===== config.mk =====
export PLATFORM = sky130hd
export DESIGN_NAME = chip_arbiter
export DESIGN_NICKNAME = d
export VERILOG_FILES = /design/src/hdl/chipbus_pkg.sv /design/src/hdl/chip_arbiter.sv
export SDC_FILE = /design/constraint.sdc
export NUM_CORES = 1
export LEC_CHECK = 0
export BUFFER_PORTS_ARGS = -buffer_cell sky130_fd_sc_hd__buf_2
export CAP_MARGIN = 20
export CORE_MARGIN = 1
export CORE_UTILIZATION = 25
export CTS_CLUSTER_DIAMETER = 200
export CTS_CLUSTER_SIZE = 16
export DETAILED_ROUTE_END_ITERATION = 8
export HOLD_SLACK_MARGIN = 0.02
export PLACE_DENSITY = 0.9
export SLEW_MARGIN = 20
export SYNTH_ARGS = -nofsm -noshare
export SYNTH_HDL_FRONTEND = slang
export SYNTH_SLANG_ARGS = --single-unit

===== constraint.sdc =====
create_clock -name clk -period 4.8 [get_ports clk]
set_input_delay 0.96 -clock clk [delete_from_list [all_inputs] [get_ports clk]]
set_output_delay 0.96 -clock clk [all_outputs]
set_load 0.1 [all_outputs]

===== src/hdl/chipbus_pkg.sv =====
// chip bus widths, word types and the cpu address map
// custom register offsets and interrupt bit positions
// decode and fsm enums, byte enable merge helper

package chipbus_pkg;

	// ----------------------------------------
	// widths and word types
	localparam int ADDR_W     = 24;           // cpu byte address
	localparam int DATA_W     = 16;
	localparam int RAM_AW     = 10;           // chip ram word address
	localparam int CHIP_WORDS = 1 << RAM_AW;  // 1024 words

	typedef logic [ADDR_W-1:0] addr_t;
	typedef logic [DATA_W-1:0] data_t;
	typedef logic [1:0]        be_t;          // bit 1 is the upper byte
	typedef logic [RAM_AW-1:0] ram_addr_t;

	// ----------------------------------------
	// address map, byte ranges inclusive
	localparam addr_t CHIP_BASE = 24'h000000;
	localparam addr_t CHIP_TOP  = 24'h0007FF;
	localparam addr_t REG_BASE  = 24'hDFF000;
	localparam addr_t REG_TOP   = 24'hDFF0FF;

	// custom register byte offsets
	localparam logic [7:0] REG_DMAPTR = 8'h00; // word pointer
	localparam logic [7:0] REG_DMALEN = 8'h02; // word count
	localparam logic [7:0] REG_DMACON = 8'h04; // bit 0 start / busy
	localparam logic [7:0] REG_INTENA = 8'h06;
	localparam logic [7:0] REG_INTREQ = 8'h08;

	// interrupt bits
	localparam int INT_SETCLR = 15; // 1 sets, 0 clears the named bits
	localparam int INT_MASTER = 14;
	localparam int INT_PORTS  = 3;  // level 2
	localparam int INT_BLIT   = 6;  // level 3

	// cpu slowdown, cycles of waiting before the cpu beats dma
	localparam int BLS_LIMIT = 3;
	localparam int BLS_W     = $clog2(BLS_LIMIT + 1);

	// ----------------------------------------
	typedef enum logic [1:0] {REGION_CHIP, REGION_REG, REGION_NONE} region_e;
	typedef enum logic [1:0] {BR_IDLE, BR_REQ, BR_WAIT, BR_RESP} bridge_state_e;
	typedef enum logic {FE_IDLE, FE_RUN} fetch_state_e;

	// replace only the enabled bytes of a word
	function automatic data_t be_merge(data_t old_d, data_t new_d, be_t be);
		data_t m;
		m = old_d;
		if (be[1])
			m[15:8] = new_d[15:8];
		if (be[0])
			m[7:0] = new_d[7:0];
		return m;
	endfunction

endpackage


===== src/hdl/chip_arbiter.sv =====
// chip ram arbiter between cpu bridge and dma fetch
// dma has priority, cpu wins once it has waited BLS_LIMIT cycles
// muxes the winner onto the ram port

`timescale 1ns/100ps

module chip_arbiter (
	input  logic                   clk,
	input  logic                   reset,
	input  logic                   cpu_req_i,
	input  chipbus_pkg::addr_t     cpu_addr_i,
	input  logic                   cpu_we_i,
	input  chipbus_pkg::be_t       cpu_be_i,
	input  chipbus_pkg::data_t     cpu_wdata_i,
	input  logic                   dma_req_i,
	input  chipbus_pkg::ram_addr_t dma_addr_i,
	output logic                   cpu_gnt_o,
	output logic                   dma_gnt_o,
	output logic                   ram_we_o,
	output chipbus_pkg::be_t       ram_be_o,
	output chipbus_pkg::ram_addr_t ram_addr_o,
	output chipbus_pkg::data_t     ram_wdata_o
);

	import chipbus_pkg::*;

	logic [BLS_W-1:0] wait_cnt; // cycles the cpu has been held off
	logic             cpu_first;

	// ----------------------------------------
	// slot decision
	assign cpu_first = cpu_req_i && (!dma_req_i || wait_cnt >= BLS_W'(BLS_LIMIT));
	assign cpu_gnt_o = cpu_first;
	assign dma_gnt_o = dma_req_i && !cpu_first; // never both

	always_ff @(posedge clk) begin
		if (reset)
			wait_cnt <= '0;
		else if (cpu_gnt_o)
			wait_cnt <= '0;
		else if (cpu_req_i && wait_cnt < BLS_W'(BLS_LIMIT))
			wait_cnt <= wait_cnt + 1'b1; // saturates at the limit
	end

	// ----------------------------------------
	// ram port from the winner, dma only reads
	assign ram_we_o    = cpu_gnt_o && cpu_we_i;
	assign ram_be_o    = cpu_gnt_o ? cpu_be_i : 2'b11;
	assign ram_addr_o  = cpu_gnt_o ? cpu_addr_i[RAM_AW:1] : dma_addr_i; // byte to word
	assign ram_wdata_o = cpu_wdata_i;

endmodule


==> results.cfg, run 1 <==
[die]
die_area_um2 = 1810
core_region_area_um2 = 1520
number_of_placement_rows = 14
start_util_pct = 26.9
io_pins = 88
die_y_um = 42.5
die_width_um = 42.5

[grt]
grt_antenna_before_repair = 0
grt_max_degree = 14
grt.total_usage_pct = 10.0
grt_remaining_overflow = 0
vias_in_the_first_global_route = 338
wire_length_of_the_first_global_routing_pass_mm = 1.32

[layout]
post_route_cells_drive_above_1_share_pct = 81.7
finish.net_count = 131
finish.utilization_pct = 34.6
area_added_between_synthesis_and_finish_pct = 28.4
antenna_cells = 0
largest_register = wait_cnt
layout.area.seq_um2 = 40.0
layout_top_registers = wait_cnt: 2 flops
multiInputGateArea_um2 = 235
final.fill_count = 156
largest_register_ffs = 2

[yosys]
post_synth_instance_area_um2 = 410
synth_fp_nets = 102
synth_largest_type_area_fraction_pct = 29.3
ys_ff_latch = 2
asyncSetResetFlopFracSynth_pct = 0
synth.yosys.seq_area_share_pct = 9.76
synthesis.instances = 44
synth_enable_flop_cells = 0
yosys.cell_types.count = 17
yosys-top-cells-count = sky130_fd_sc_hd__buf_4, sky130_fd_sc_hd__mux2_4, sky130_fd_sc_hd__mux2_2
synth-main-ff-cell = sky130_fd_sc_hd__dfxtp_1
synth.top_cells.by_area = sky130_fd_sc_hd__buf_4, sky130_fd_sc_hd__mux2_4, sky130_fd_sc_hd__dfxtp_1
synth_most_common_cell = sky130_fd_sc_hd__buf_4
syn-mean-instance-area_um2 = 9.33
ys_warn_count = 0
yosys.area.top_type = sky130_fd_sc_hd__buf_4

[pwr]
pwr_density_cell_nw_per_um2 = 296
ir_drop_mv = 0.159
cellLeakagePower_nw = 0.313

[critical_path]
worst-setup-path-type = input port to output port
critical-path-top-cell-by-count = sky130_fd_sc_hd__buf_2
critPathArrivalTime_ns = 2.07
crit_path_cell_chain = buf_2, nand2b_2, nand2_2, mux2_2, buf_2
worstReg2RegEnd = wait_cnt[0]
start_kind = input port
critPathMaxFanout = 13
r2r_cells = 4
r2r_start = wait_cnt[0]
slowest_delay_ns = 0.38
worst-r2r-setup-slack_ns = 3.77
cp_data_required_time_ns = 3.84
critical_path.slowest_cell = sky130_fd_sc_hd__mux2_2
worst_setup_path_end_kind = output port

[sta]
fin_worst_skew_ns = 0.00919
final-hold-violation-count = 0
worst_slew_margin_rel_pct = 67.5
timing.final.crit_period_ns = 3.03
unrepaired_setup_endpoints_after_global_routing = false
period_utilisation_layout_pct = 63.2
totalNegativeSetupSlack_ns = 0
report.final.setup_viol = 0
least_margin_pin_slew_ns = 0.491
maxClockFrequency_ghz = 0.330
final_max_slew_viol_count = 0

[detailed_routing]
remaining_number_of_nets_flagged_by_the_antenna_check_after_routing = 0
drc_errors = 0
vias_per_cell = 4.47
detail_route.iter0.violations = 1
route.final.wire_length_um = 876
avgRoutedWirePerCell_um = 10.1
dr.pass1.iters = 2
via_count = 389

[clock_tree]
cts_tree = yes
h_tree_depth_reported_by_cts = 1
numCtsBuffers = 3
post_cts.resized_instances = 0
ctsLongestPathBuffers = 2
clk_pin_slew_worst_paths_ns = 0.04
worst_skew_pair.late_latency_ns = 0.24
ctsRootBufferMaster = sky130_fd_sc_hd__clkbuf_4
cts_num_sinks = 2
cts_setup_buffers = 0
cts_hold_buf = 0

[hold_path]
holdCritPathClass = flop to flop
hold_path_startpoint = wait_cnt[1]
holdPathStages = 2
worstHoldEndpoint = wait_cnt[1]

[placed_design]
io_buffers = 41
detailed_place_hpwl_um = 702
gpl.final_weighted_congestion = 0.571

[run]
max_cap_violations = 0

[run_status]
result_of_the_run = finished clean
## worst max-delay path by stage
stage                     startpoint            end  slack, ns  cells after the start
after floorplan            dma_req_i      dma_gnt_o       0.69                      1
final                      dma_req_i  ram_addr_o[4]       1.77                      5
after global routing       dma_req_i  ram_addr_o[9]       1.71                      5
after CTS                  dma_req_i  ram_addr_o[4]       1.75                      5
after detailed placement   dma_req_i  ram_addr_o[4]       1.76                      5
after global placement     dma_req_i  ram_addr_o[3]       1.78                      5
## cell families after synthesis
group / share of synthesized area, %
AO/OA/AOI/OAI: 4.27
adder cells (fa/ha/maj): 3.05
buffers and inverters: 32.9
multiplexers: 33.8
AND/OR/NAND/NOR: 16.2
flip-flops: 9.76
## routing by layer
metal | global-route usage, % | vias up | part of all wire, %
met5 | 0 | - | 0
met4 | 10.0 | 0 | 2.4
met3 | 5.17 | 2 | 13
met2 | 17.8 | 35 | 51
met1 | 7.20 | 166 | 33
li1 | - | 186 | -
## final cells by class
class                      count  area share, %
clock buffer                   3           4.28
inverter                       1          0.713
timing repair buffer          41           39.0
tap                           16           3.80
multi-input combinational     24           44.7
sequential                     2           7.60
## report_power, final
part | total, mW | internal, mW | switching, mW | leakage, nW
Combinational | 0.0983 | 0.0239 | 0.0744 | 0.283
Sequential | 0.0178 | 0.0174 | 0.000410 | 0.0163
Clock | 0.0398 | 0.0278 | 0.0120 | 0.0138
## placed cells by master (no fill, tap or decap), drive strengths merged
cell,instances
buf,41
mux2,10
clkbuf,3
nand2b,3
or2,2
a21oi,2
dfxtp,2
nand2,1
inv,1
and3,1
a21boi,1
and2b,1
nand3,1
nand3b,1
ha,1
## metrics by stage
step	power (mW)	hold WS (ns)	setup WS (ns)	cell area, um2	instances
after global routing	0.164	0.504	1.71	527	87
after CTS	0.157	0.475	1.75	527	87
after global placement	0.116	0.458	1.78	504	84
after floorplan	0.162	0.447	0.691	410	44
after detailed placement	0.117	0.468	1.76	504	84
final	0.156	0.470	1.77	527	87
## worst max-delay path: cells and delay by family
family        cells  cell delay [ns]
simple gates      2             0.34
buf+inv           2             0.39
mux               1             0.38
No activity file was read; power rests on OpenSTA's default activity.
==> run 2, diff against run 1 <==
CORE_UTILIZATION = 23   (was 25)
PLACE_DENSITY = 0.84   (was 0.9)
clock period = 3.15 ns   (was 4.8 ns; I/O delays follow)
==> run 2 against run 1 <==
Against the previous run: the flow now finishes with violations (design-rule violations); sequential share of layout area shrank 0.14 points; sequential power rose by 53%; via count up 1.0%; final cell count is 9.2% higher; hold slack better by 0.023 ns; critical path depth stayed put; worst setup slack got worse by 1.1 ns; wire length is 0.11% higher; largest power group unchanged.
==> results.cfg, run 2 (synthesized netlist as in run 1, its figures left out) <==
[detailed_routing]
dr.pass1.iters = 5
vias_per_cell = 4.14
avgRoutedWirePerCell_um = 9.23
remaining_number_of_nets_flagged_by_the_antenna_check_after_routing = 0
drc_errors = 6
detail_route.iter0.violations = 6
via_count = 393
route.final.wire_length_um = 877

[placed_design]
io_buffers = 41
placement.setup.worst_slack_ns = 0.783
post_dp_cell_area_um2 = 514
gpl.final_weighted_congestion = 0.576
detailed_place_hpwl_um = 718

[critical_path]
slowest_delay_ns = 0.37
critPathMaxFanout = 13
worst_setup_path_end_kind = output port
worst-setup-path-type = flop to output port
start_kind = flop
crit_path_cell_chain = ha_1, nand2b_2, nand2_2, mux2_2, buf_2
critPathArrivalTime_ns = 1.87
cp_data_required_time_ns = 2.52
critical_path.slowest_cell = sky130_fd_sc_hd__mux2_2

[die]
die_area_um2 = 1960
number_of_placement_rows = 14
die_width_um = 44.2
start_util_pct = 25.7
io_pins = 88
die_y_um = 44.2
core_region_area_um2 = 1590

[sta]
layout_setup_ws_ns = 0.654
unrepaired_setup_endpoints_after_global_routing = false
maxClockFrequency_ghz = 0.401
least_margin_pin_slew_ns = 0.493
timing.final.crit_period_ns = 2.50
fin_worst_skew_ns = 0.00466
worst_slew_margin_rel_pct = 67.4
final-hold-violation-count = 0
report.final.setup_viol = 0
totalNegativeSetupSlack_ns = 0
final_max_slew_viol_count = 0
period_utilisation_layout_pct = 79.2

[grt]
grt_max_degree = 14
grt.total_usage_pct = 8.21
grt_antenna_before_repair = 0
wire_length_of_the_first_global_routing_pass_mm = 1.13
grt_remaining_overflow = 0
vias_in_the_first_global_route = 319

[pwr]
pwr_density_cell_nw_per_um2 = 435
cellLeakagePower_nw = 0.314
ir_drop_mv = 0.208

[clock_tree]
cts_setup_buffers = 0
clk_pin_slew_worst_paths_ns = 0.03
worst_skew_pair.late_latency_ns = 0.22
ctsRootBufferMaster = sky130_fd_sc_hd__clkbuf_4
cts_hold_buf = 0
post_cts.resized_instances = 0
numCtsBuffers = 3
ctsLongestPathBuffers = 2
cts_tree = yes
h_tree_depth_reported_by_cts = 1
cts_num_sinks = 2

[layout]
area_added_between_synthesis_and_finish_pct = 30.8
stdcell_area_um2 = 537
final.fill_count = 180
layout.cells.most_common_list = sky130_fd_sc_hd__buf_2, sky130_fd_sc_hd__mux2_4, sky130_fd_sc_hd__mux2_2, sky130_fd_sc_hd__clkbuf_4
antenna_cells = 0
post_route_cells_drive_above_1_share_pct = 81.7
largest_register_ffs = 2
finish.net_count = 131
layout_top_registers = wait_cnt: 2 flops
most_common_cell_after_layout_fill_and_taps_aside = sky130_fd_sc_hd__buf_2
largest_register = wait_cnt

[run]
max_cap_violations = 0

[run_status]
result_of_the_run = complete, but fails checks
violations_in_the_final_reports = design-rule violations

[hold_path]
holdCritPathClass = flop to flop
[run 2: cell counts in the layout (fill, tap and decap cells not counted)]
Identical to the previous run, type by type.
[run 2: final timing paths]
kind | startpoint | cells past startpoint | endpoint | slack, ns
setup reg to reg | wait_cnt[0] | 4 | wait_cnt[0] | 2.13
hold / removal | wait_cnt[0] | 2 | wait_cnt[0] | 0.49
hold reg to reg | wait_cnt[0] | 2 | wait_cnt[0] | 0.49
setup / recovery | wait_cnt[0] | 5 | ram_addr_o[4] | 0.65
[run 2: area by class of cell]
class | count | area, um2 | area share [%]
Inverter | 1 | 3.75 | 0.699
Clock buffer | 3 | 22.5 | 4.20
Timing Repair Buffer | 41 | 205 | 38.2
Tap cell | 24 | 30.0 | 5.59
Multi-Input combinational cell | 24 | 235 | 43.8
Sequential cell | 2 | 40.0 | 7.46
[run 2: report_power, final]
part           total, mW  leakage, nW  switching (mW)  internal (mW)
Sequential        0.0272       0.0163        0.000649         0.0266
Clock             0.0563       0.0138          0.0143         0.0420
Combinational      0.150        0.283           0.113         0.0366
Total              0.233        0.314           0.128          0.105
[run 2: metrics by stage]
stage,instances,power (mW),hold slack (ns),utilization (%)
2_1_floorplan,44,0.247,0.447,-
3_3_place_gp,92,0.176,0.459,32.3
3_5_place_dp,92,0.178,0.492,32.3
4_1_cts,95,0.237,0.498,33.7
5_1_grt,95,0.245,0.522,33.7
6_report,95,0.233,0.493,33.7
[run 2: metal layers]
metal,global-route usage (%),routed length (um),vias to the layer above
li1,-,-,185
met1,5.62,267,171
met2,15.0,469,37
met3,4.08,140,0
met4,8.48,0,0
met5,0,0,-
[run 2: critical path: cells and delay by family, from the launching register on]
family | cells | cell delay, ns
flops | 1 | 0.31
simple gates | 2 | 0.46
buf+inv | 1 | 0.29
fa+ha+maj | 1 | 0.22
mux | 1 | 0.37
