==> src/hdl/chipbus_pkg.sv <==
// chip bus widths, word types and the cpu address map
// custom register offsets and interrupt bit positions
// decode and fsm enums, byte enable merge helper

package chipbus_pkg;

	// ----------------------------------------
	// widths and word types
	localparam int ADDR_W     = 24;           // cpu byte address
	localparam int DATA_W     = 16;
	localparam int RAM_AW     = 10;           // chip ram word address
	localparam int CHIP_WORDS = 1 << RAM_AW;  // 1024 words

	typedef logic [ADDR_W-1:0] addr_t;
	typedef logic [DATA_W-1:0] data_t;
	typedef logic [1:0]        be_t;          // bit 1 is the upper byte
	typedef logic [RAM_AW-1:0] ram_addr_t;

	// ----------------------------------------
	// address map, byte ranges inclusive
	localparam addr_t CHIP_BASE = 24'h000000;
	localparam addr_t CHIP_TOP  = 24'h0007FF;
	localparam addr_t REG_BASE  = 24'hDFF000;
	localparam addr_t REG_TOP   = 24'hDFF0FF;

	// custom register byte offsets
	localparam logic [7:0] REG_DMAPTR = 8'h00; // word pointer
	localparam logic [7:0] REG_DMALEN = 8'h02; // word count
	localparam logic [7:0] REG_DMACON = 8'h04; // bit 0 start / busy
	localparam logic [7:0] REG_INTENA = 8'h06;
	localparam logic [7:0] REG_INTREQ = 8'h08;

	// interrupt bits
	localparam int INT_SETCLR = 15; // 1 sets, 0 clears the named bits
	localparam int INT_MASTER = 14;
	localparam int INT_PORTS  = 3;  // level 2
	localparam int INT_BLIT   = 6;  // level 3

	// cpu slowdown, cycles of waiting before the cpu beats dma
	localparam int BLS_LIMIT = 3;
	localparam int BLS_W     = $clog2(BLS_LIMIT + 1);

	// ----------------------------------------
	typedef enum logic [1:0] {REGION_CHIP, REGION_REG, REGION_NONE} region_e;
	typedef enum logic [1:0] {BR_IDLE, BR_REQ, BR_WAIT, BR_RESP} bridge_state_e;
	typedef enum logic {FE_IDLE, FE_RUN} fetch_state_e;

	// replace only the enabled bytes of a word
	function automatic data_t be_merge(data_t old_d, data_t new_d, be_t be);
		data_t m;
		m = old_d;
		if (be[1])
			m[15:8] = new_d[15:8];
		if (be[0])
			m[7:0] = new_d[7:0];
		return m;
	endfunction

endpackage

==> src/hdl/cpu_bridge.sv <==
// cpu bridge: address decode into chip ram, registers or nothing
// chip ram bus request and read capture, register access
// valid/ready response to the cpu master

`timescale 1ns/100ps

module cpu_bridge (
	input  logic               clk,
	input  logic               reset,
	input  logic               cpu_valid_i,
	input  chipbus_pkg::addr_t cpu_addr_i,
	input  logic               cpu_we_i,
	input  chipbus_pkg::be_t   cpu_be_i,
	input  chipbus_pkg::data_t cpu_wdata_i,
	input  logic               cpu_gnt_i,
	input  chipbus_pkg::data_t ram_rdata_i,
	input  chipbus_pkg::data_t reg_rdata_i,
	output logic               cpu_ready_o,
	output chipbus_pkg::data_t cpu_rdata_o,
	output logic               cpu_req_o,
	output chipbus_pkg::addr_t cpu_bus_addr_o,
	output logic               cpu_bus_we_o,
	output chipbus_pkg::be_t   cpu_bus_be_o,
	output chipbus_pkg::data_t cpu_bus_wdata_o,
	output logic               reg_we_o,
	output logic [7:0]         reg_addr_o,
	output chipbus_pkg::data_t reg_wdata_o,
	output chipbus_pkg::be_t   reg_be_o
);

	import chipbus_pkg::*;

	bridge_state_e state;
	region_e       region;   // live decode
	region_e       region_q; // taken in idle
	data_t         rdata_q;

	// ----------------------------------------
	// decode, wrap-around subtract gives the range test
	always_comb begin
		if ((cpu_addr_i - CHIP_BASE) <= (CHIP_TOP - CHIP_BASE))
			region = REGION_CHIP;
		else if ((cpu_addr_i - REG_BASE) <= (REG_TOP - REG_BASE))
			region = REGION_REG;
		else
			region = REGION_NONE;
	end

	// ----------------------------------------
	// access sequence
	always_ff @(posedge clk) begin
		if (reset) begin
			state <= BR_IDLE;
		end else begin
			case (state)
				BR_IDLE: if (cpu_valid_i) state <= BR_REQ;
				BR_REQ: begin
					if (region_q != REGION_CHIP)
						state <= BR_RESP;                      // reg or unmapped
					else if (cpu_gnt_i)
						state <= cpu_we_i ? BR_RESP : BR_WAIT; // read waits for ram
				end
				BR_WAIT: state <= BR_RESP;
				BR_RESP: state <= BR_IDLE;
				default: state <= BR_IDLE;
			endcase
		end
	end

	// response data, zero unless a read returns something
	always_ff @(posedge clk) begin
		if (state == BR_IDLE)
			region_q <= region;
		if (state == BR_REQ) begin
			if (region_q == REGION_REG && !cpu_we_i)
				rdata_q <= reg_rdata_i;
			else
				rdata_q <= '0;
		end
		if (state == BR_WAIT)
			rdata_q <= ram_rdata_i; // ram output, one cycle after grant
	end

	assign cpu_ready_o = state == BR_RESP;
	assign cpu_rdata_o = rdata_q;

	// chip bus side, master holds the request stable
	assign cpu_req_o       = state == BR_REQ && region_q == REGION_CHIP;
	assign cpu_bus_addr_o  = cpu_addr_i;
	assign cpu_bus_we_o    = cpu_we_i;
	assign cpu_bus_be_o    = cpu_be_i;
	assign cpu_bus_wdata_o = cpu_wdata_i;

	// register side
	assign reg_we_o    = state == BR_REQ && region_q == REGION_REG && cpu_we_i;
	assign reg_addr_o  = cpu_addr_i[7:0]; // byte offset in the page
	assign reg_wdata_o = cpu_wdata_i;
	assign reg_be_o    = cpu_be_i;

endmodule

==> config.mk <==
export PLATFORM = sky130hd
export DESIGN_NAME = cpu_bridge
export DESIGN_NICKNAME = d
export VERILOG_FILES = /design/src/hdl/chipbus_pkg.sv /design/src/hdl/cpu_bridge.sv
export SDC_FILE = /design/constraint.sdc
export NUM_CORES = 1
export LEC_CHECK = 0
export BUFFER_PORTS_ARGS = -buffer_cell sky130_fd_sc_hd__buf_2
export CAP_MARGIN = 5
export CORE_MARGIN = 8
export CORE_UTILIZATION = 31
export CTS_CLUSTER_DIAMETER = 120
export CTS_CLUSTER_SIZE = 24
export DETAILED_ROUTE_END_ITERATION = 7
export PLACE_DENSITY = 0.77
export SLEW_MARGIN = 20
export SYNTH_ARGS = -nofsm -noshare
export SYNTH_HDL_FRONTEND = slang
export SYNTH_SLANG_ARGS = --single-unit
==> constraint.sdc <==
create_clock -name clk -period 1.6 [get_ports clk]
set_input_delay 0.24 -clock clk [delete_from_list [all_inputs] [get_ports clk]]
set_output_delay 0.24 -clock clk [all_outputs]
set_load 0.02 [all_outputs]
==> results of run 1 <==
==> final cells by class <==
type | count | area (um2) | area share (%)
Clock buffer | 4 | 45.0 | 2.70
Inverter | 2 | 7.51 | 0.450
Multi-Input combinational cell | 44 | 410 | 24.6
Sequential cell | 20 | 582 | 34.9
Tap cell | 67 | 83.8 | 5.03
Timing Repair Buffer | 95 | 538 | 32.3
==> final timing paths <==
kind	end	slack, ns	cells past startpoint
hold / removal	state[1]	0.17	2
setup / recovery	reg_we_o	0.07	4
setup reg to reg	cpu_rdata_o[11]	0.07	6
hold reg to reg	state[0]	0.58	2
==> registers in the layout (all words and copies together), names as in the netlist <==
name / count
region_q: 2
state: 2
cpu_rdata_o: 16
==> cells in the mapped netlist (all sizes together) <==
| cell type | n | area [um2] |
|---|---|---|
| a21o | 1 | 7.51 |
| a21oi | 2 | 17.5 |
| a22o | 16 | 140 |
| a31oi | 1 | 6.26 |
| a41o | 1 | 10.0 |
| and4b | 1 | 11.3 |
| buf | 71 | 531 |
| clkbuf | 1 | 3.75 |
| dfxtp | 2 | 40.0 |
| edfxtp | 18 | 541 |
| ha | 5 | 62.6 |
| inv | 2 | 7.51 |
| nand2b | 1 | 6.26 |
| nand3 | 1 | 5.00 |
| nand4 | 1 | 6.26 |
| nand4b | 1 | 8.76 |
| nand4bb | 2 | 22.5 |
| nor2b | 1 | 6.26 |
| nor3 | 2 | 10.0 |
| nor3b | 1 | 7.51 |
| nor4 | 2 | 12.5 |
| nor4b | 1 | 23.8 |
| o211ai | 1 | 7.51 |
| o31ai | 1 | 7.51 |
| or4 | 1 | 7.51 |
| or4b | 1 | 13.8 |
==> cell usage in the layout, fill, tap and decap left out, types with 2 or more instances in the layout <==
cell type,netlist,final
nor4_1,2,2
nor3_1,2,2
ha_2,0,2
nand4bb_1,2,2
clkbuf_8,0,3
a21oi_2,2,2
buf_12,0,2
edfxtp_1,18,18
ha_1,5,3
buf_2,1,87
buf_4,70,5
a22o_1,16,16
==> per-stage QoR <==
| step | TNS [ns] | total power, mW | hold slack (ns) |
|---|---|---|---|
| 4_1_cts | 0 | 2.60 | 0.163 |
| 2_1_floorplan | 0 | 1.97 | 0.302 |
| 3_3_place_gp | 0 | 2.23 | 0.429 |
| 3_5_place_dp | 0 | 2.26 | 0.433 |
| 5_1_grt | -0.00655 | 2.74 | 0.157 |
| 6_report | 0 | 2.58 | 0.167 |
==> timing repair <==
item / 4_1_cts / 5_1_grt
hold endpoints to repair: 0 / 0
buffers inserted: 0 / 1
hold buffers: 0 / 0
endpoints found under the setup margin: 0 / 5
resized for setup: 0 / 6
==> routing by layer <==
layer	wire (um)	vias to the layer above	part of all wire [%]	track usage, %
li1	-	489	-	-
met1	1400	447	30	10.9
met2	2180	115	47	18.2
met3	994	14	21	7.64
met4	105	0	2.2	6.05
met5	0	-	0	0
==> power by group <==
| part | switching [mW] | internal (mW) |
|---|---|---|
| registers | 0.0857 | 0.927 |
| clock network | 0.155 | 0.177 |
| logic | 0.761 | 0.471 |
| total | 1.00 | 1.58 |
==> worst max-delay path, stage by stage (launching register included) <==
cell     delay [ns]
dfxtp_1        0.40
inv_2          0.08
ha_2           0.19
and4b_2        0.21
buf_2          0.16
==> cells by family (layout without fill, tap and decap cells) <==
| logic type | Yosys count | count (layout) | synth area share [%] |
|---|---|---|---|
| AND/OR/NAND/NOR | 16 | 16 | 9.29 |
| buffers and inverters | 74 | 101 | 35.6 |
| flip-flops | 20 | 20 | 38.1 |
| adder cells (fa/ha/maj) | 5 | 5 | 4.11 |
| AO/OA/AOI/OAI | 23 | 23 | 12.9 |
==> results.cfg, run 1 <==
[run_status]
status = finished clean

[global_routing]
grt_overflow_total = 0
grt_max_degree = 18
antenna_found_initial = 0
grt_usage_pct = 11.4
grt_pass1_vias = 1094
grt_first_pass_wirelength_um = 6450

[placed_design]
dpl.cell_count = 226
dpl_cell_area_mm2 = 0.00158
dpl.hpwl_um = 3990
place_ws_ns = 0.0580
gp_congestion = 0.789
port_buffers = 88

[clocking]
cts_tree = yes
clock_path_buffers = 2
path_clk_slew_ns = 0.07
insertion_delay_ns = 0.25
clock_sinks = 20
h-tree-depth = 1
cts_buffers = 3
root_buffer = clkbuf_8

[layout]
drive_above_1_share_pct = 65.5
fin_util_pct = 35.3
finalInstanceArea_mm2 = 0.00167
fillers = 443
n_antenna_cell = 0
nets = 250
area_delta_synth_final_pct = 9.45
final_cells = 232

[sta]
finalMaxSlewViolations = 0
timing.slew.headroom_pct = 78.3
setup_ws_ns = 0.0683
final-setup-viol-count = 0
fin_crit_sh_pct = 95.7
fin_worst_skew_ns = 0.00734
worst_slew_pin_slew_ns = 0.322
hold_violations = 0
min_period_ns = 1.53
fmax_mhz = 653

[flow_run]
cap_violations = 0

[logic_synthesis]
synth_cell_types = 27
synth_seq_area_share_pct = 38.1
netlist_area_mm2 = 0.00152
synth_cells = 138
syn_nets = 222
syn_avg_cell_area_um2 = 11.0
synth.ff_latch_count = 20
yosys_warnings = 0

[die]
ioPinCount = 167
core_region_area_mm2 = 0.00472
num_rows = 25
die_area_mm2 = 0.00741
die_x_um = 86.1
initial_core_util_pct = 32.2
die_y_um = 86.1

[pwr]
power_density_mw_per_mm2 = 1550
p_leak_nw = 0.757
ir_drop_uv = 533

[route]
drtIter0Drc = 40
drc = 0
wl_um = 4680
avgViaCountPerCell = 4.59
post_drt_wl_per_cell_um = 20.2
drtAntennaViolNets = 0
drt_pre_antenna_iters = 5
vias = 1065

[setup_path]
required_ns = 1.36
worstSetupPathType = reg -> out
critPathArrivalTime_ns = 1.29
end_kind = primary output
start_kind = flop
path_max_fanout = 4
cp-startpoint = state[1]
worstReg2RegStart = state[0]

[min_path]
hold_path.class = in -> reg
min_from = reset
Note: power is estimated with default switching activity, not from simulation.
==> run 2: changes to the inputs <==
--- a/config.mk
+++ b/config.mk
@@ -5,14 +5,15 @@
 export SDC_FILE = /design/constraint.sdc
 export NUM_CORES = 1
 export LEC_CHECK = 0
+export ABC_CLOCK_PERIOD_IN_PS = 1700
 export BUFFER_PORTS_ARGS = -buffer_cell sky130_fd_sc_hd__buf_2
 export CAP_MARGIN = 5
 export CORE_MARGIN = 8
-export CORE_UTILIZATION = 31
+export CORE_UTILIZATION = 35
 export CTS_CLUSTER_DIAMETER = 120
 export CTS_CLUSTER_SIZE = 24
 export DETAILED_ROUTE_END_ITERATION = 7
-export PLACE_DENSITY = 0.77
+export PLACE_DENSITY = 0.82
 export SLEW_MARGIN = 20
 export SYNTH_ARGS = -nofsm -noshare
 export SYNTH_HDL_FRONTEND = slang
==> constraint.sdc (replaced) <==
create_clock -name clk -period 1.7 [get_ports clk]
set_input_delay 0.255 -clock clk [delete_from_list [all_inputs] [get_ports clk]]
set_output_delay 0.255 -clock clk [all_outputs]
set_load 0.02 [all_outputs]
==> run 2 against run 1 <==
Cell count down 7.8%. First-iteration DRC count fell by 33%. Total power is 9.1% lower. Die area down 9.4%. Largest cell class unchanged. Highest routed layer unchanged.
==> results.cfg, run 2 (same netlist as run 1, synthesis figures left out) <==
[clocking]
h-tree-depth = 1
clock_path_buffers = 2
root_buffer = clkbuf_8
cts_setup_buffers = 0
insertion_delay_ns = 0.25
cts_tree = yes
path_clk_slew_ns = 0.07
cts_buffers = 3
clock_sinks = 20

[min_path]
whs_path_depth = 2
hold_path.class = in -> reg
min_from = reset

[layout]
final_common_cell = buf_2
n_antenna_cell = 0
drive_above_1_share_pct = 62.3
nets = 247
largest_register_ffs = 16
area_delta_synth_final_pct = 3.12
fin_util_pct = 36.8
finalInstanceArea_mm2 = 0.00157
final_cell_mix = buf_2, edfxtp_1, a22o_1, ha_1, buf_4

[sta]
worst_slew_pin_slew_ns = 0.370
final-setup-viol-count = 0
fin_worst_skew_ns = 0.00393
fin_crit_sh_pct = 93.2
tns_ns = 0
fmax_mhz = 631
setup_ws_ns = 0.116
hold_violations = 0
min_period_ns = 1.58
finalMaxSlewViolations = 0
holdWs_ns = 0.161
timing.slew.headroom_pct = 75.1
rsz0062_at_grt = false

[setup_path]
endpoint = reg_we_o
start_kind = flop
reg2reg_depth = 5
worstSetupPathType = reg -> out
rr_endpoint = state[1]
path_max_fanout = 4
end_kind = primary output
reg2reg_slack_ns = 0.14
required_ns = 1.44
cp-startpoint = state[1]
critPathArrivalTime_ns = 1.33
worstReg2RegStart = state[1]

[die]
die_y_um = 82.0
die_x_um = 82.0
initial_core_util_pct = 35.7
num_rows = 24
ioPinCount = 167
die_area_mm2 = 0.00672
core_region_area_mm2 = 0.00426

[global_routing]
antenna_found_initial = 0
grt_overflow_total = 0
grt_first_pass_wirelength_um = 5890
grt_usage_pct = 11.6
grt_pass1_vias = 1149
grt_max_degree = 18

[placed_design]
gp_congestion = 0.770
place_ws_ns = 0.144
dpl_cell_area_mm2 = 0.00152
dpl.hpwl_um = 3820
port_buffers = 88

[route]
avgViaCountPerCell = 4.86
post_drt_wl_per_cell_um = 20.3
drtAntennaViolNets = 0
drtIter0Drc = 27
drc = 0
wl_um = 4340
vias = 1041
drt_pre_antenna_iters = 4

[pwr]
power_density_mw_per_mm2 = 1490
p_leak_nw = 0.732
ir_drop_uv = 446

[run_status]
status = finished clean

[flow_run]
cap_violations = 0
==> run 2: final cells by class <==
cell class	count	area [um2]
clock buffers	3	41.3
clock inverters	1	3.75
fillers	420	2690
inverters	2	7.51
multi-input cells	44	400
flip-flops and latches	20	582
well taps	52	65.1
repair buffers	92	470
==> run 2: report_power, final <==
part | switching, mW | internal, mW | total, mW
Combinational | 0.708 | 0.379 | 1.09
Sequential | 0.0801 | 0.875 | 0.955
Clock | 0.141 | 0.160 | 0.301
==> run 2: stage by stage <==
stage / power, mW / cells
after detailed placement: 2.06 / 210
final: 2.34 / 214
after floorplan: 1.86 / 138
after global routing: 2.49 / 214
after CTS: 2.37 / 214
after global placement: 2.02 / 210
==> run 2: worst min path at each step <==
stage / endpoint / slack (ns)
after floorplan: state[1] / 0.32
after global placement: state[1] / 0.43
after detailed placement: state[1] / 0.44
after CTS: state[1] / 0.17
final: state[1] / 0.16
after global routing: state[1] / 0.15
==> run 2: what timing repair did <==
action / CTS / global route
endpoints found under the setup margin: 0 / 1
resized for setup: 0 / 1
hold buffers: 0 / 0
==> run 2: routing by layer <==
layer / wire [um] / vias to the layer above / GRT usage, % / share of wire [%]
met4: 36 / 0 / 4.56 / 0.83
met2: 2150 / 122 / 20.8 / 49
met3: 791 / 4 / 6.67 / 18
met5: 0 / - / 0 / 0
met1: 1370 / 436 / 10.5 / 31
li1: - / 479 / - / -
==> run 2: critical path: stages (launching register included) <==
cell,delay [ns]
dfxtp_2,0.34
inv_1,0.12
ha_1,0.23
and4b_2,0.23
buf_2,0.16
==> run 3: changes to the inputs <==
--- a/config.mk
+++ b/config.mk
@@ -8,9 +8,9 @@
 export ABC_CLOCK_PERIOD_IN_PS = 1700
 export BUFFER_PORTS_ARGS = -buffer_cell sky130_fd_sc_hd__buf_2
 export CAP_MARGIN = 5
-export CORE_MARGIN = 8
+export CORE_MARGIN = 3
 export CORE_UTILIZATION = 35
-export CTS_CLUSTER_DIAMETER = 120
+export CTS_CLUSTER_DIAMETER = 30
 export CTS_CLUSTER_SIZE = 24
 export DETAILED_ROUTE_END_ITERATION = 7
 export PLACE_DENSITY = 0.82
==> run 3 against run 2 <==
Combinational power rose by 5%. Critical path depth unchanged. Flip-flop and latch count stayed put. Utilization rose by 2.3 points. Global-route usage is 0.75 points lower. Sequential power shrank 0.9%. Clock power up 53%. Clock-buffer cell count unchanged. Design area increased by 1.8%. Largest power group unchanged. Highest routed layer unchanged.
==> results.cfg, run 3 (same netlist as run 1, synthesis figures left out) <==
[run_status]
status = finished clean

[sta]
finalMaxSlewViolations = 0
fin_crit_sh_pct = 95.2
worst_slew_pin_slew_ns = 0.305
fmax_mhz = 618
timing.slew.headroom_pct = 79.5
tns_ns = 0
rsz0062_at_grt = false
final-setup-viol-count = 0
fin_worst_skew_ns = 0.00118
hold_violations = 0
min_period_ns = 1.62

[setup_path]
reg2reg_slack_ns = 0.13
reg2reg_depth = 5
worstReg2RegStart = state[1]
path_max_fanout = 4
start_kind = flop
rr_endpoint = state[1]
required_ns = 1.44
worstSetupPathType = reg -> out
end_kind = primary output
critPathArrivalTime_ns = 1.36

[flow_run]
cap_violations = 0

[layout]
area_delta_synth_final_pct = 4.93
drive_above_1_share_pct = 62.1
nets = 246
largest_register_ffs = 16
fin_util_pct = 39.1
n_antenna_cell = 0
final_cell_mix = buf_2, edfxtp_1, a22o_1, ha_1, clkbuf_8
final_common_cell = buf_2

[clocking]
path_clk_slew_ns = 0.07
root_buffer = clkbuf_8
clock_path_buffers = 2
h-tree-depth = 1
cts_buffers = 3
insertion_delay_ns = 0.25
cts_setup_buffers = 0
cts_tree = yes
clock_sinks = 20
cts_resized = 0
postCtsHoldBufs = 0

[pwr]
ir_drop_uv = 583
power_density_mw_per_mm2 = 1600
p_leak_nw = 0.742

[global_routing]
grt_usage_pct = 10.8
grt_first_pass_wirelength_um = 4490
grt_overflow_total = 0
grt_pass1_vias = 949
grt_max_degree = 18
antenna_found_initial = 0

[die]
initial_core_util_pct = 37.3
die_y_um = 72.0
ioPinCount = 167
core_region_area_mm2 = 0.00409
num_rows = 23
die_area_mm2 = 0.00518
die_x_um = 72.0

[route]
vias = 994
drc = 0
wl_um = 3250
drtIter0Drc = 55
drtAntennaViolNets = 0
drt_pre_antenna_iters = 4
avgViaCountPerCell = 4.71
post_drt_wl_per_cell_um = 15.4

[min_path]
whs_path_depth = 2
whs_endpoint = state[1]
min_from = reset
hold_path.class = in -> reg

[placed_design]
port_buffers = 88
gp_congestion = 0.746
dpl.hpwl_um = 2740
[run 3: worst max path at each step]
| stage | start | end | slack [ns] | depth (start not counted) |
|---|---|---|---|---|
| detailed placement | state[1] | state[0] | 0.15 | 5 |
| finish | state[1] | reg_we_o | 0.08 | 4 |
| CTS | state[1] | reg_we_o | 0.07 | 4 |
| floorplan | state[0] | cpu_rdata_o[10] | 0.07 | 6 |
| global route | state[1] | reg_we_o | 0.01 | 4 |
| global placement | state[1] | state[1] | 0.18 | 5 |
[run 3: through the flow]
step	instance area (um2)	std cells	setup WS (ns)	hold slack, ns	total power, mW
after detailed placement	1530	207	0.149	0.442	2.11
after global placement	1530	207	0.176	0.439	2.08
after floorplan	1520	138	0.0669	0.317	1.86
final	1600	211	0.0820	0.175	2.55
after global routing	1600	211	0.0132	0.178	2.68
after CTS	1600	211	0.0748	0.173	2.58
[run 3: report_power, final]
| part | internal [mW] | switching (mW) | total, mW |
|---|---|---|---|
| Combinational | 0.436 | 0.705 | 1.14 |
| Clock | 0.314 | 0.149 | 0.462 |
| Sequential | 0.870 | 0.0761 | 0.946 |
| Total | 1.62 | 0.930 | 2.55 |
[run 3: metal layers]
layer	global-route usage, %	vias up	routed length, um
li1	-	473	-
met1	9.66	429	991
met2	20.6	68	1740
met3	3.32	24	372
met4	7.31	0	144
met5	0	-	0
[run 3: worst max-delay path, stage by stage (launching register included)]
cell	delay, ns
dfxtp_1	0.39
inv_1	0.12
ha_1	0.23
and4b_2	0.22
buf_2	0.16
[run 3: area by class of cell]
type | instances | area (um2)
Inverter | 2 | 7.51
Clock buffer | 3 | 41.3
Tap cell | 50 | 62.6
Clock inverter | 1 | 30.0
Timing Repair Buffer | 91 | 475
Multi-Input combinational cell | 44 | 400
Sequential cell | 20 | 581
Fill cell | 393 | 2490
