<file path="config.mk">
export PLATFORM = sky130hd
export DESIGN_NAME = custom_regs
export DESIGN_NICKNAME = d
export VERILOG_FILES = /design/src/hdl/chipbus_pkg.sv /design/src/hdl/custom_regs.sv
export SDC_FILE = /design/constraint.sdc
export NUM_CORES = 1
export LEC_CHECK = 0
export BUFFER_PORTS_ARGS = -buffer_cell sky130_fd_sc_hd__buf_4
export CAP_MARGIN = 40
export CORE_ASPECT_RATIO = 0.5
export CORE_MARGIN = 2
export CORE_UTILIZATION = 54
export DETAILED_ROUTE_END_ITERATION = 8
export MAX_ROUTING_LAYER = met4
export PLACE_DENSITY = 0.91
export SLEW_MARGIN = 5
export SYNTH_ARGS = -nofsm -noshare
export SYNTH_HDL_FRONTEND = slang
export SYNTH_SLANG_ARGS = --single-unit
export TNS_END_PERCENT = 50
</file>
<file path="constraint.sdc">
create_clock -name clk -period 2.1 [get_ports clk]
set_clock_uncertainty 0.2 [all_clocks]
set_input_delay 0.21 -clock clk [delete_from_list [all_inputs] [get_ports clk]]
set_output_delay 0.21 -clock clk [all_outputs]
set_load 0.05 [all_outputs]
</file>
<file path="src/hdl/chipbus_pkg.sv">
// chip bus widths, word types and the cpu address map
// custom register offsets and interrupt bit positions
// decode and fsm enums, byte enable merge helper

package chipbus_pkg;

	// ----------------------------------------
	// widths and word types
	localparam int ADDR_W     = 24;           // cpu byte address
	localparam int DATA_W     = 16;
	localparam int RAM_AW     = 10;           // chip ram word address
	localparam int CHIP_WORDS = 1 << RAM_AW;  // 1024 words

	typedef logic [ADDR_W-1:0] addr_t;
	typedef logic [DATA_W-1:0] data_t;
	typedef logic [1:0]        be_t;          // bit 1 is the upper byte
	typedef logic [RAM_AW-1:0] ram_addr_t;

	// ----------------------------------------
	// address map, byte ranges inclusive
	localparam addr_t CHIP_BASE = 24'h000000;
	localparam addr_t CHIP_TOP  = 24'h0007FF;
	localparam addr_t REG_BASE  = 24'hDFF000;
	localparam addr_t REG_TOP   = 24'hDFF0FF;

	// custom register byte offsets
	localparam logic [7:0] REG_DMAPTR = 8'h00; // word pointer
	localparam logic [7:0] REG_DMALEN = 8'h02; // word count
	localparam logic [7:0] REG_DMACON = 8'h04; // bit 0 start / busy
	localparam logic [7:0] REG_INTENA = 8'h06;
	localparam logic [7:0] REG_INTREQ = 8'h08;

	// interrupt bits
	localparam int INT_SETCLR = 15; // 1 sets, 0 clears the named bits
	localparam int INT_MASTER = 14;
	localparam int INT_PORTS  = 3;  // level 2
	localparam int INT_BLIT   = 6;  // level 3

	// cpu slowdown, cycles of waiting before the cpu beats dma
	localparam int BLS_LIMIT = 3;
	localparam int BLS_W     = $clog2(BLS_LIMIT + 1);

	// ----------------------------------------
	typedef enum logic [1:0] {REGION_CHIP, REGION_REG, REGION_NONE} region_e;
	typedef enum logic [1:0] {BR_IDLE, BR_REQ, BR_WAIT, BR_RESP} bridge_state_e;
	typedef enum logic {FE_IDLE, FE_RUN} fetch_state_e;

	// replace only the enabled bytes of a word
	function automatic data_t be_merge(data_t old_d, data_t new_d, be_t be);
		data_t m;
		m = old_d;
		if (be[1])
			m[15:8] = new_d[15:8];
		if (be[0])
			m[7:0] = new_d[7:0];
		return m;
	endfunction

endpackage

</file>
<file path="src/hdl/custom_regs.sv">
// custom registers: dma pointer, length and control
// intena / intreq with set/clear writes
// cpu interrupt priority encoder, active low

`timescale 1ns/100ps

module custom_regs (
	input  logic                   clk,
	input  logic                   reset,
	input  logic                   reg_we_i,
	input  logic [7:0]             reg_addr_i,
	input  chipbus_pkg::data_t     reg_wdata_i,
	input  chipbus_pkg::be_t       reg_be_i,
	input  logic                   dma_busy_i,
	input  logic                   dma_done_i,
	input  logic                   ext_int2_i,
	output chipbus_pkg::data_t     reg_rdata_o,
	output chipbus_pkg::ram_addr_t dma_ptr_o,
	output chipbus_pkg::data_t     dma_len_o,
	output logic                   dma_start_o,
	output logic [2:0]             ipl_n_o
);

	import chipbus_pkg::*;

	data_t      intena_q, intreq_q;
	data_t      intena_d, intreq_d;
	data_t      wmask;   // enabled data bits, set/clr bit masked off
	data_t      pending;
	logic [2:0] level;

	function automatic data_t set_clr(data_t cur, data_t mask, logic set);
		if (set)
			return cur | mask;
		return cur & ~mask;
	endfunction

	assign wmask = {{8{reg_be_i[1]}}, {8{reg_be_i[0]}}} & reg_wdata_i
		& ~(data_t'(1) << INT_SETCLR);

	// ----------------------------------------
	// interrupt registers
	always_comb begin
		intena_d = intena_q;
		intreq_d = intreq_q;
		if (reg_we_i && reg_addr_i == REG_INTENA)
			intena_d = set_clr(intena_q, wmask, reg_wdata_i[INT_SETCLR]);
		if (reg_we_i && reg_addr_i == REG_INTREQ)
			intreq_d = set_clr(intreq_q, wmask, reg_wdata_i[INT_SETCLR]);
		if (dma_done_i)
			intreq_d[INT_BLIT] = 1'b1;  // block fetch finished
		if (ext_int2_i)
			intreq_d[INT_PORTS] = 1'b1; // level input, re-sets while high
	end

	always_ff @(posedge clk) begin
		if (reset) begin
			dma_ptr_o   <= '0;
			dma_len_o   <= '0;
			intena_q    <= '0;
			intreq_q    <= '0;
			dma_start_o <= 1'b0;
		end else begin
			intena_q    <= intena_d;
			intreq_q    <= intreq_d;
			dma_start_o <= reg_we_i && reg_addr_i == REG_DMACON && reg_be_i[0] && reg_wdata_i[0];
			if (reg_we_i && reg_addr_i == REG_DMAPTR)
				dma_ptr_o <= RAM_AW'(be_merge(data_t'(dma_ptr_o), reg_wdata_i, reg_be_i));
			if (reg_we_i && reg_addr_i == REG_DMALEN)
				dma_len_o <= be_merge(dma_len_o, reg_wdata_i, reg_be_i);
		end
	end

	// read mux
	always_comb begin
		case (reg_addr_i)
			REG_DMAPTR: reg_rdata_o = data_t'(dma_ptr_o);
			REG_DMALEN: reg_rdata_o = dma_len_o;
			REG_DMACON: reg_rdata_o = data_t'(dma_busy_i);
			REG_INTENA: reg_rdata_o = intena_q;
			REG_INTREQ: reg_rdata_o = intreq_q;
			default:    reg_rdata_o = '0; // hole in the register page
		endcase
	end

	// ----------------------------------------
	// priority encode, blitter above ports
	always_comb begin
		pending = intena_q & intreq_q;
		level   = 3'd0;
		if (intena_q[INT_MASTER]) begin
			if (pending[INT_BLIT])
				level = 3'd3;
			else if (pending[INT_PORTS])
				level = 3'd2;
		end
	end

	assign ipl_n_o = ~level;

endmodule

</file>
==> results of run 1 <==
cell families after synthesis:
family	share of synthesized area (%)
and+or+nand+nor	32.4
buffers and inverters	6.40
muxes	14.3
AOI/OAI and AO/OA	12.0
DFF	34.8
other	0.114
metal layers:
| layer | track usage (%) | vias to the layer above | routed length (um) |
|---|---|---|---|
| li1 | - | 1544 | - |
| met1 | 46.9 | 1761 | 4650 |
| met2 | 58.8 | 444 | 5640 |
| met3 | 16.8 | 148 | 2030 |
| met4 | 23.3 | 0 | 1110 |
| met5 | - | - | 0 |
power groups by stage:
| stage | clock network (mW) | logic, mW | registers (mW) |
|---|---|---|---|
| after floorplan | 0 | 0.139 | 1.11 |
| after global placement | 0 | 0.251 | 1.11 |
| after detailed placement | 0 | 0.253 | 1.11 |
| after CTS | 1.42 | 0.294 | 1.09 |
| after global routing | 1.48 | 0.342 | 1.09 |
| final | 1.44 | 0.338 | 1.09 |
repair_timing:
item / CTS / global route
hold buffers: 16 / 0
cloned: 1 / 0
buffers inserted: 0 / 2
endpoints found under the setup margin: 4 / 12
gates resized for setup: 7 / 19
pin swaps: 0 / 1
hold endpoints to repair: 25 / 0
worst reg2reg max path, cell delays in order (launching register included):
cell	delay, ns
dfxtp_1	0.37
a311oi_1	0.06
nor3_1	0.29
cell usage in the layout (no fill, tap or decap), types with 2 or more instances in the layout:
| master | instances |
|---|---|
| dfxtp_1 | 57 |
| nor4b_2 | 2 |
| clkbuf_8 | 4 |
| dlygate4sd3_1 | 16 |
| buf_12 | 4 |
| nor3_4 | 3 |
| buf_4 | 87 |
| nor2_1 | 3 |
| nand3_1 | 3 |
| nand2_1 | 3 |
| a221o_1 | 14 |
| clkinv_2 | 2 |
| and3_1 | 22 |
| or3_1 | 2 |
| or4b_4 | 2 |
| o31ai_1 | 17 |
| nor4_4 | 3 |
| buf_6 | 11 |
| nor3_2 | 5 |
| nor2b_1 | 2 |
| or4_1 | 2 |
| and2_1 | 2 |
| clkbuf_16 | 9 |
| nand2b_1 | 49 |
| nor3_1 | 3 |
| a311oi_1 | 2 |
| and4_1 | 2 |
| a21oi_1 | 17 |
| nand4_1 | 44 |
| mux2i_1 | 47 |
final cells by class:
cell class | instances | area, sq um | share of cell area [%]
clock inverters | 2 | 10.0 | 0.216
repair buffers | 119 | 1050 | 22.7
clock buffers | 14 | 284 | 6.14
flip-flops and latches | 57 | 1140 | 24.7
well taps | 77 | 96.3 | 2.08
inverters | 1 | 3.75 | 0.0812
multi-input cells | 261 | 2040 | 44.1
through the flow:
stage                     TNS (ns)  total power [mW]  utilization, %
after floorplan                  0              1.25               -
after global placement           0              1.36            66.9
after detailed placement   -0.0525              1.36            66.9
after CTS                 -0.00279              2.80            75.6
after global routing       -0.0369              2.91            77.3
final                      -0.0712              2.87            77.3
final timing paths:
check / slack, ns / start / cells after the start / end
max: -0.06 / reg_addr_i[0] / 6 / reg_rdata_o[8]
min: 0.007 / reg_wdata_i[14] / 3 / dma_len_o[14]
max reg2reg: 1.07 / intreq_q[3] / 2 / intreq_q[3]
min reg2reg: 0.29 / flip-flop / 2 / flip-flop
==> metrics.md, run 1 <==
| Metric | Value |
|---|---|
| Outcome | complete, but fails checks |
| Failing checks | negative setup slack |
| Final Hold Fails | 0 |
| Layout Area Growth over Synthesis | 40.9% |
| Pleak | 2.00 nW |
| CTS clk-pin slew, worst paths | 0.05 ns |
| Number of buffers and inverters on the critical path | 3 |
| Actual slew at the worst max-slew pin | 0.599 ns |
| Sw frac | 25.2% |
| Share of the synthesized area in the top cell type | roughly a third |
| Pins Over Slew Limit | 0 |
| Post-Layout Inst Area | ~4600 sq um |
| Final ANT Viol Nets | 0 |
| I/O pin total | 78 |
| Asr flop ratio synth | 0% |
| Max-cap violation count | 0 |
| Crit-path slowest cell | or4_4 |
| Longest Clk Path Bufs | 2 |
| Clock net sink count | 57 |
| Number of flops mapped to enable cells by yosys | 0 |
| Fmax | 462 MHz |
| Nets | 481 |
| Avg Synthesized Cell Area | 9.12 sq um |
| Detailed-route DRC error count | 0 |
| Kind of critical path | in2out |
| Synth Flop Type | dfxtp_1 |
| CTS H-Tree Depth | 3 |
| Sequential share of power | between 30 and 40% |
| Die Area | between 6000 and 7000 sq um |
| Total wire length | 13,400 um |
| Pin count of the biggest net entering global routing | approximately 70 |
| Root cell of the clock tree | clkbuf_16 |
| Net Count, Synth | about 390 |
| FF+latch count, synth | 57 |
| Die width | 114 um |
| Final hold slack | ~0.0066 ns |
| Largest cells by area after synthesis | dfxtp_1 (35%), mux2i_1 (14%), nand2b_1 (9.3%), nand4_1 (8.4%), a221o_1 (4.3%) |
| Detailed Place HPWL | 6380 um |
| # rows | 20 |
| TritonCTS clock tree | built |
| Worst EP arrival | 1.75 ns |
| Logic gate share of total power | 11.8% |
| Final std cells w/o fill | approximately 530 |
| Startpoint Class | input port |
| Most numerous cell in the Yosys netlist | dfxtp_1 |
| Ant diodes | 0 |
| Total gr overflow | 0 |
| Total track usage | 40.2% |
| Syn Inst Count | 360 |
| Worst path cell trace | buf_4 > or4_4 > buf_4 > nor3_4 > a221o_1 > buf_6 |
| TritonCTS buffer count | 9 |
| Number of global-route vias before repair | approximately 3,600 |
| DR iter-0 viols | 717 |
| Initial antenna violation count | 0 |
| Post-synth top area cell | dfxtp_1 |
| Dpl ws | -0.0275 ns |
| Area of the mapped netlist | 3280 sq um |
| Final setup violation count | 2 |
| Final min period | 2.16 ns |
| Final worst slack | -0.0629 ns |
| Port Buffers | 76 |
| CP max FO | 5 |
| PwrDens | roughly 620 nW/um^2 |
| Synth warn | 0 |
| CP endpoint kind | primary output |
| DR WL/cell | around 25 um |
| Chip Height | roughly 59 um |
| VDD IR-drop max | around 0.00044 V |
| Initial core utilization | a little over half |
| Core Area | 5980 sq um |
| Largest stage delay, worst path | 0.57 ns |
| Via density | 7.34 |
| First-pass GRT wire length | 19,800 um |
| Post-synth top cells | dfxtp_1 (57), nand2b_1 (49), mux2i_1 (47) |
| Seq/Total Area, Yosys | roughly a third |
| Unrepaired setup endpoints after global routing | true |
| Cell variety after synth | 38 |
| Most frequent CP cell | buf_4 |
| FILL cells | 327 |
| Cells after DPL | 496 |
| Drt first pass iters | 7 |
| Clk network pwr share | 50.3% |
| Int Pwr | 2.15 mW |
| Tcrit/Tclk final | 103% |
| Clock latency on the worst-skew pair | 0.34 ns |
| Sw Pwr | 723 uW |
| Top delay family on crit path | simple AND/OR/NAND/NOR gates |
| Hold Crit Class | in2reg |
| WP data required | 1.69 ns |
| Slew headroom | 60.1% |
| Total number of vias | 3,897 |
| Share of cells above drive strength 1 | 30.4% |
| RePlAce Congestion | 0.899 |
| Placed Area | between 4000 and 5000 sq um |
(Power assumes the default switching activity.)
==> run 2, diff against run 1 <==
Settings changed: CAP_MARGIN 40 to unset, CELL_PAD_IN_SITES_DETAIL_PLACEMENT set to 0, CELL_PAD_IN_SITES_GLOBAL_PLACEMENT set to 1, CORE_UTILIZATION 54 to 36, PLACE_DENSITY 0.91 to 0.86.
Clock period 2.1 ns to 1.8 ns, I/O delays scaled along.
==> metrics.md, run 2 (synthesized netlist as in run 1, its figures left out) <==
| Metric | Value |
|---|---|
| Outcome | complete, but fails checks |
| Failing checks | negative setup slack |
| Cells after DPL | 558 (+13%) |
| Largest stage delay, worst path | 0.51 ns (-0.06 ns) |
| Total wire length | 10,900 um (-19%) |
| Number of global-route vias before repair | 3,311 (-8.4%) |
| Nets | 505 (+5.0%) |
| Hold Crit Class | in2reg |
| Total number of vias | 3,418 (-12%) |
| Crit-path slowest cell | or4b_4 |
| Port Buffers | 76 (unchanged) |
| Chip Height | 71.5 um (+21%) |
| TritonCTS clock tree | built |
| CTS clk-pin slew, worst paths | 0.05 ns (about the same) |
| Clock latency on the worst-skew pair | 0.33 ns (about the same) |
| Die width | 139 um (+22%) |
| Most frequent CP cell | buf_4 |
| Initial antenna violation count | 0 (unchanged) |
| Fmax | 516 MHz |
| Final min period | a little under 2 ns |
| Max-cap violation count | 0 (unchanged) |
| Final Hold Fails | 0 (unchanged) |
| Startpoint Class | input port |
| Tcrit/Tclk final | 108% |
| Ant diodes | 0 (unchanged) |
| Clock net sink count | 57 (unchanged) |
| Final core occ | 56.8% (-21 points) |
| Layout Area Growth over Synthesis | 51.7% |
| Detailed-route DRC error count | 0 (unchanged) |
| TritonCTS buffer count | 9 (unchanged) |
| RePlAce Congestion | 0.866 (-3.7%) |
| CTS H-Tree Depth | 3 (unchanged) |
| Detailed Place HPWL | 7130 um (+12%) |
| I/O pin total | 78 (unchanged) |
| Worst EP arrival | 1.56 ns (-0.19 ns) |
| Drt first pass iters | 5 (-2) |
| Commonest non-fill, non-tap cell in the layout | buf_4 |
| Final worst slack | -0.137 ns (-0.0743 ns) |
| Worst path cell trace | buf_4 > or4b_4 > nor4_2 > buf_4 > a221o_2 > buf_6 |
| Share of cells above drive strength 1 | 38.7% (+8.3 points) |
| Most frequent cells in the layout | buf_4 (98), dfxtp_1 (55), nand2b_1 (49), nand4_1 (44), mux2i_1 (43) |
| Final ANT Viol Nets | 0 (unchanged) |
| Pleak | 2.17 nW (+8.5%) |
| DR iter-0 viols | 333 (-54%) |
| Total track usage | 22.5% (-18 points) |
| First-pass GRT wire length | 17,100 um (-13%) |
| Die Area | 9950 sq um (+47%) |
| CP endpoint kind | primary output |
| Final std cells w/o fill | 595 (+12%) |
| Core Area | 8770 sq um (+47%) |
| WP data required | 1.42 ns (-0.27 ns) |
| CP max FO | 5 (unchanged) |
| Via density | 5.74 (-22%) |
| Number of buffers and inverters on the critical path | 3 (unchanged) |
| DR WL/cell | 18.2 um (-28%) |
| Longest Clk Path Bufs | 2 (unchanged) |
| Unrepaired setup endpoints after global routing | true |
| Total gr overflow | 0 (unchanged) |
| Top delay family on crit path | simple AND/OR/NAND/NOR gates |
| Final setup violation count | 15 (+13) |
| Kind of critical path | in2out |
| R2R Setup Slk | 0.87 ns (-0.20 ns) |
| VDD IR-drop max | 0.000499 V (+14%) |
| Pin count of the biggest net entering global routing | 30 (-57%) |
| # rows | 24 (+20%) |
| Pins Over Slew Limit | 0 (unchanged) |
| Root cell of the clock tree | clkbuf_16 |
| Initial core utilization | 37.4% (-17 points) |
| PwrDens | 652 nW/um^2 (+5.1%) |
==> run 2: through the flow <==
| stage | power, mW | instance area [sq um] | hold WS, ns | TNS, ns | setup WS, ns |
|---|---|---|---|---|---|
| CTS | 3.25 | 4930 | 0.0261 | -0.874 | -0.115 |
| detailed placement | 1.62 | 4210 | 0.270 | -5.66 | -0.292 |
| global placement | 1.62 | 4210 | 0.264 | -5.32 | -0.292 |
| floorplan | 1.46 | 3330 | 0.130 | -0.886 | -0.0758 |
| finish | 3.25 | 4980 | 0.0371 | -1.22 | -0.137 |
| global route | 3.35 | 4980 | 0.0422 | -1.62 | -0.171 |
==> run 2: final cells by class <==
cell class / instances / area (sq um)
clock inverter: 3 / 15.0
tap: 117 / 146
clock buffer: 13 / 260
inverter: 1 / 3.75
sequential: 57 / 1140
fill: 794 / 3790
multi-input combinational: 261 / 2130
timing repair buffer: 143 / 1280
==> run 2: per-layer routing <==
layer	wire length, um	track usage, %	vias up
li1	-	-	1598
met1	4970	28.3	1678
met2	5090	35.9	120
met3	574	5.82	22
met4	217	7.41	0
met5	0	-	-
==> run 2: worst register-to-register path: stages (launching register included) <==
cell and delay (ns):
dfxtp_1 0.34, a311oi_1 0.20, nor3_1 0.08
==> run 2: worst paths after layout <==
kind,start,endpoint,cells after the start
max,reg_addr_i[7],reg_rdata_o[6],6
min,reset,dma_len_o[11],2
max reg2reg,intreq_q[3],intreq_q[3],2
min reg2reg,flip-flop,flip-flop,2
==> run 2: timing repair <==
action / CTS / global route
hold endpoints to repair: 39 / 0
setup endpoints to repair: 16 / 16
gates resized for setup: 58 / 11
buffers inserted: 3 / 1
hold buffers: 18 / 0
gates cloned: 0 / 0
pin swaps: 12 / 4
==> run 2: where the power goes <==
group / internal, mW / total, mW / switching, mW
combinational: 0.185 / 0.396 / 0.211
sequential: 1.27 / 1.27 / 0.00356
clock: 0.998 / 1.58 / 0.584
==> run 3, diff against run 2 <==
Settings changed: CORE_UTILIZATION 36 to 35, CTS_CLUSTER_DIAMETER set to 60, PLACE_DENSITY 0.86 to 0.85.
==> metrics.md, run 3 (synthesized netlist as in run 1, its figures left out) <==
| Metric | Value |
|---|---|
| Outcome | complete, but fails checks |
| Failing checks | negative setup slack |
| Detailed Place HPWL | 7280 um (+2.1%) |
| First-pass GRT wire length | 17,300 um (+1.1%) |
| Longest Clk Path Bufs | 2 (unchanged) |
| Most frequent CP cell | buf_8 |
| Detailed-route DRC error count | 0 (unchanged) |
| CTS clk-pin slew, worst paths | 0.05 ns (about the same) |
| Total track usage | 22.5% (+0.035 points) |
| Unrepaired setup endpoints after global routing | true |
| Total wire length | 10,900 um (about the same) |
| Pin count of the biggest net entering global routing | 42 (+40%) |
| Initial antenna violation count | 0 (unchanged) |
| Via density | 5.62 (-2.2%) |
| I/O pin total | 78 (unchanged) |
| Layout Area Growth over Synthesis | 54.5% |
| Final setup violation count | 15 (unchanged) |
| Startpoint Class | input port |
| Clock net sink count | 57 (unchanged) |
| Final Hold Fails | 0 (unchanged) |
| Crit-path slowest cell | or4_4 |
| Root cell of the clock tree | clkbuf_16 |
| Total gr overflow | 0 (unchanged) |
| Dpl ws | -0.178 ns (+0.114 ns) |
| Final core occ | 56.9% (+0.082 points) |
| PwrDens | 752 nW/um^2 (+15%) |
| Tcrit/Tclk final | 106% (-2.0 points) |
| Worst EP arrival | 1.52 ns (-0.04 ns) |
| Ant diodes | 0 (unchanged) |
| Die width | 141 um (+1.4%) |
| Drt first pass iters | 5 (unchanged) |
| CP max FO | 9 (+4) |
| VDD IR-drop max | 0.000501 V (+0.46%) |
| Pleak | 2.15 nW (-1.0%) |
| RePlAce Congestion | 0.812 (-6.2%) |
| Total number of vias | 3,360 (-1.7%) |
| Port Buffers | 76 (unchanged) |
| DR iter-0 viols | 289 (-13%) |
| Final worst slack | -0.102 ns (+0.0356 ns) |
| TritonCTS buffer count | 9 (unchanged) |
| Commonest non-fill, non-tap cell in the layout | buf_4 |
| Final min period | 1.90 ns (-0.0356 ns) |
| Die Area | 10,200 sq um (+2.7%) |
| Number of global-route vias before repair | 3,346 (+1.1%) |
| # rows | 24 (unchanged) |
| Worst path cell trace | buf_8 > or4_4 > buf_8 > nor3_2 > a221o_2 > buf_6 |
| Core Area | 8920 sq um (+1.7%) |
| Placed Area | 4250 sq um (+0.95%) |
| Max-cap violation count | 0 (unchanged) |
| Share of cells above drive strength 1 | 38.7% (about the same) |
| Kind of critical path | in2out |
| CTS H-Tree Depth | 3 (unchanged) |
| Clock latency on the worst-skew pair | 0.33 ns (about the same) |
| Largest stage delay, worst path | 0.57 ns (+0.06 ns) |
| Post-Layout Inst Area | 5070 sq um (+1.9%) |
| Initial core utilization | 36.8% (-0.63 points) |
| TritonCTS clock tree | built |
| WP data required | 1.42 ns (about the same) |
| Pins Over Slew Limit | 0 (unchanged) |
| DR WL/cell | 18.2 um (-0.45%) |
| Most frequent cells in the layout | buf_4 (97), dfxtp_1 (56), nand2b_1 (49), mux2i_1 (46), nand4_1 (44) |
| Final ANT Viol Nets | 0 (unchanged) |
| CP endpoint kind | primary output |
| Hold Crit Class | in2reg |
| Fmax | 526 MHz (+1.9%) |
| Nets | 508 (+0.59%) |
| Chip Height | 72.5 um (+1.3%) |
[run 3: changes by cell type in the layout (fill, tap and decap cells not counted), sizes merged]
cell,previous run,this run
bufinv,0,4
buf,125,128
clkbuf,13,11
clkinv,3,1
[run 3: report_power, final]
part,total [mW],internal (mW),switching [mW]
logic,0.387,0.184,0.203
clock network,2.15,1.56,0.591
registers,1.27,1.27,0.00360
[run 3: timing repair]
item	CTS	global route
setup endpoints to repair	15	16
resized for setup	42	14
buffers inserted	3	0
hold buffers	18	0
gates cloned	1	0
pin swaps	7	3
endpoints found under the hold margin	40	0
[run 3: critical path: cells and delay by family]
family	cells	cell delay [ns]
and+or+nand+nor	2	0.76
AOI/OAI and AO/OA	1	0.15
buffers and inverters	3	0.43
[run 3: final timing paths]
path            startpoint        endpoint  slack (ns)  cells past startpoint
min                  reset    dma_len_o[4]        0.06                      2
max          reg_addr_i[5]  reg_rdata_o[4]       -0.10                      6
max reg2reg    intreq_q[3]     intreq_q[3]        0.83                      2
min reg2reg      flip-flop       flip-flop        0.28                      2
[run 3: per-stage QoR]
step / power, mW / TNS, ns / hold slack [ns] / instances
after floorplan: 1.46 / -0.886 / 0.130 / 360
after global placement: 1.62 / -3.81 / 0.266 / 560
after detailed placement: 1.62 / -4.78 / 0.268 / 560
after CTS: 3.83 / -0.768 / 0.0486 / 598
after global routing: 3.91 / -1.29 / 0.0786 / 598
final: 3.81 / -0.853 / 0.0624 / 598
[run 3: area by class of cell]
class,instances,area [sq um]
Clock inverter,5,125
Timing Repair Buffer,146,1350
Fill cell,767,3850
Inverter,1,3.75
Clock buffer,11,253
Sequential cell,57,1140
Multi-Input combinational cell,261,2060
Tap cell,117,146
[run 3: routing by layer]
| layer | part of all wire, % | global-route usage, % | vias up |
|---|---|---|---|
| li1 | - | - | 1599 |
| met1 | 45 | 28.7 | 1602 |
| met2 | 46 | 35.9 | 131 |
| met3 | 6.7 | 4.95 | 28 |
| met4 | 2.6 | 7.67 | 0 |
| met5 | 0 | - | - |
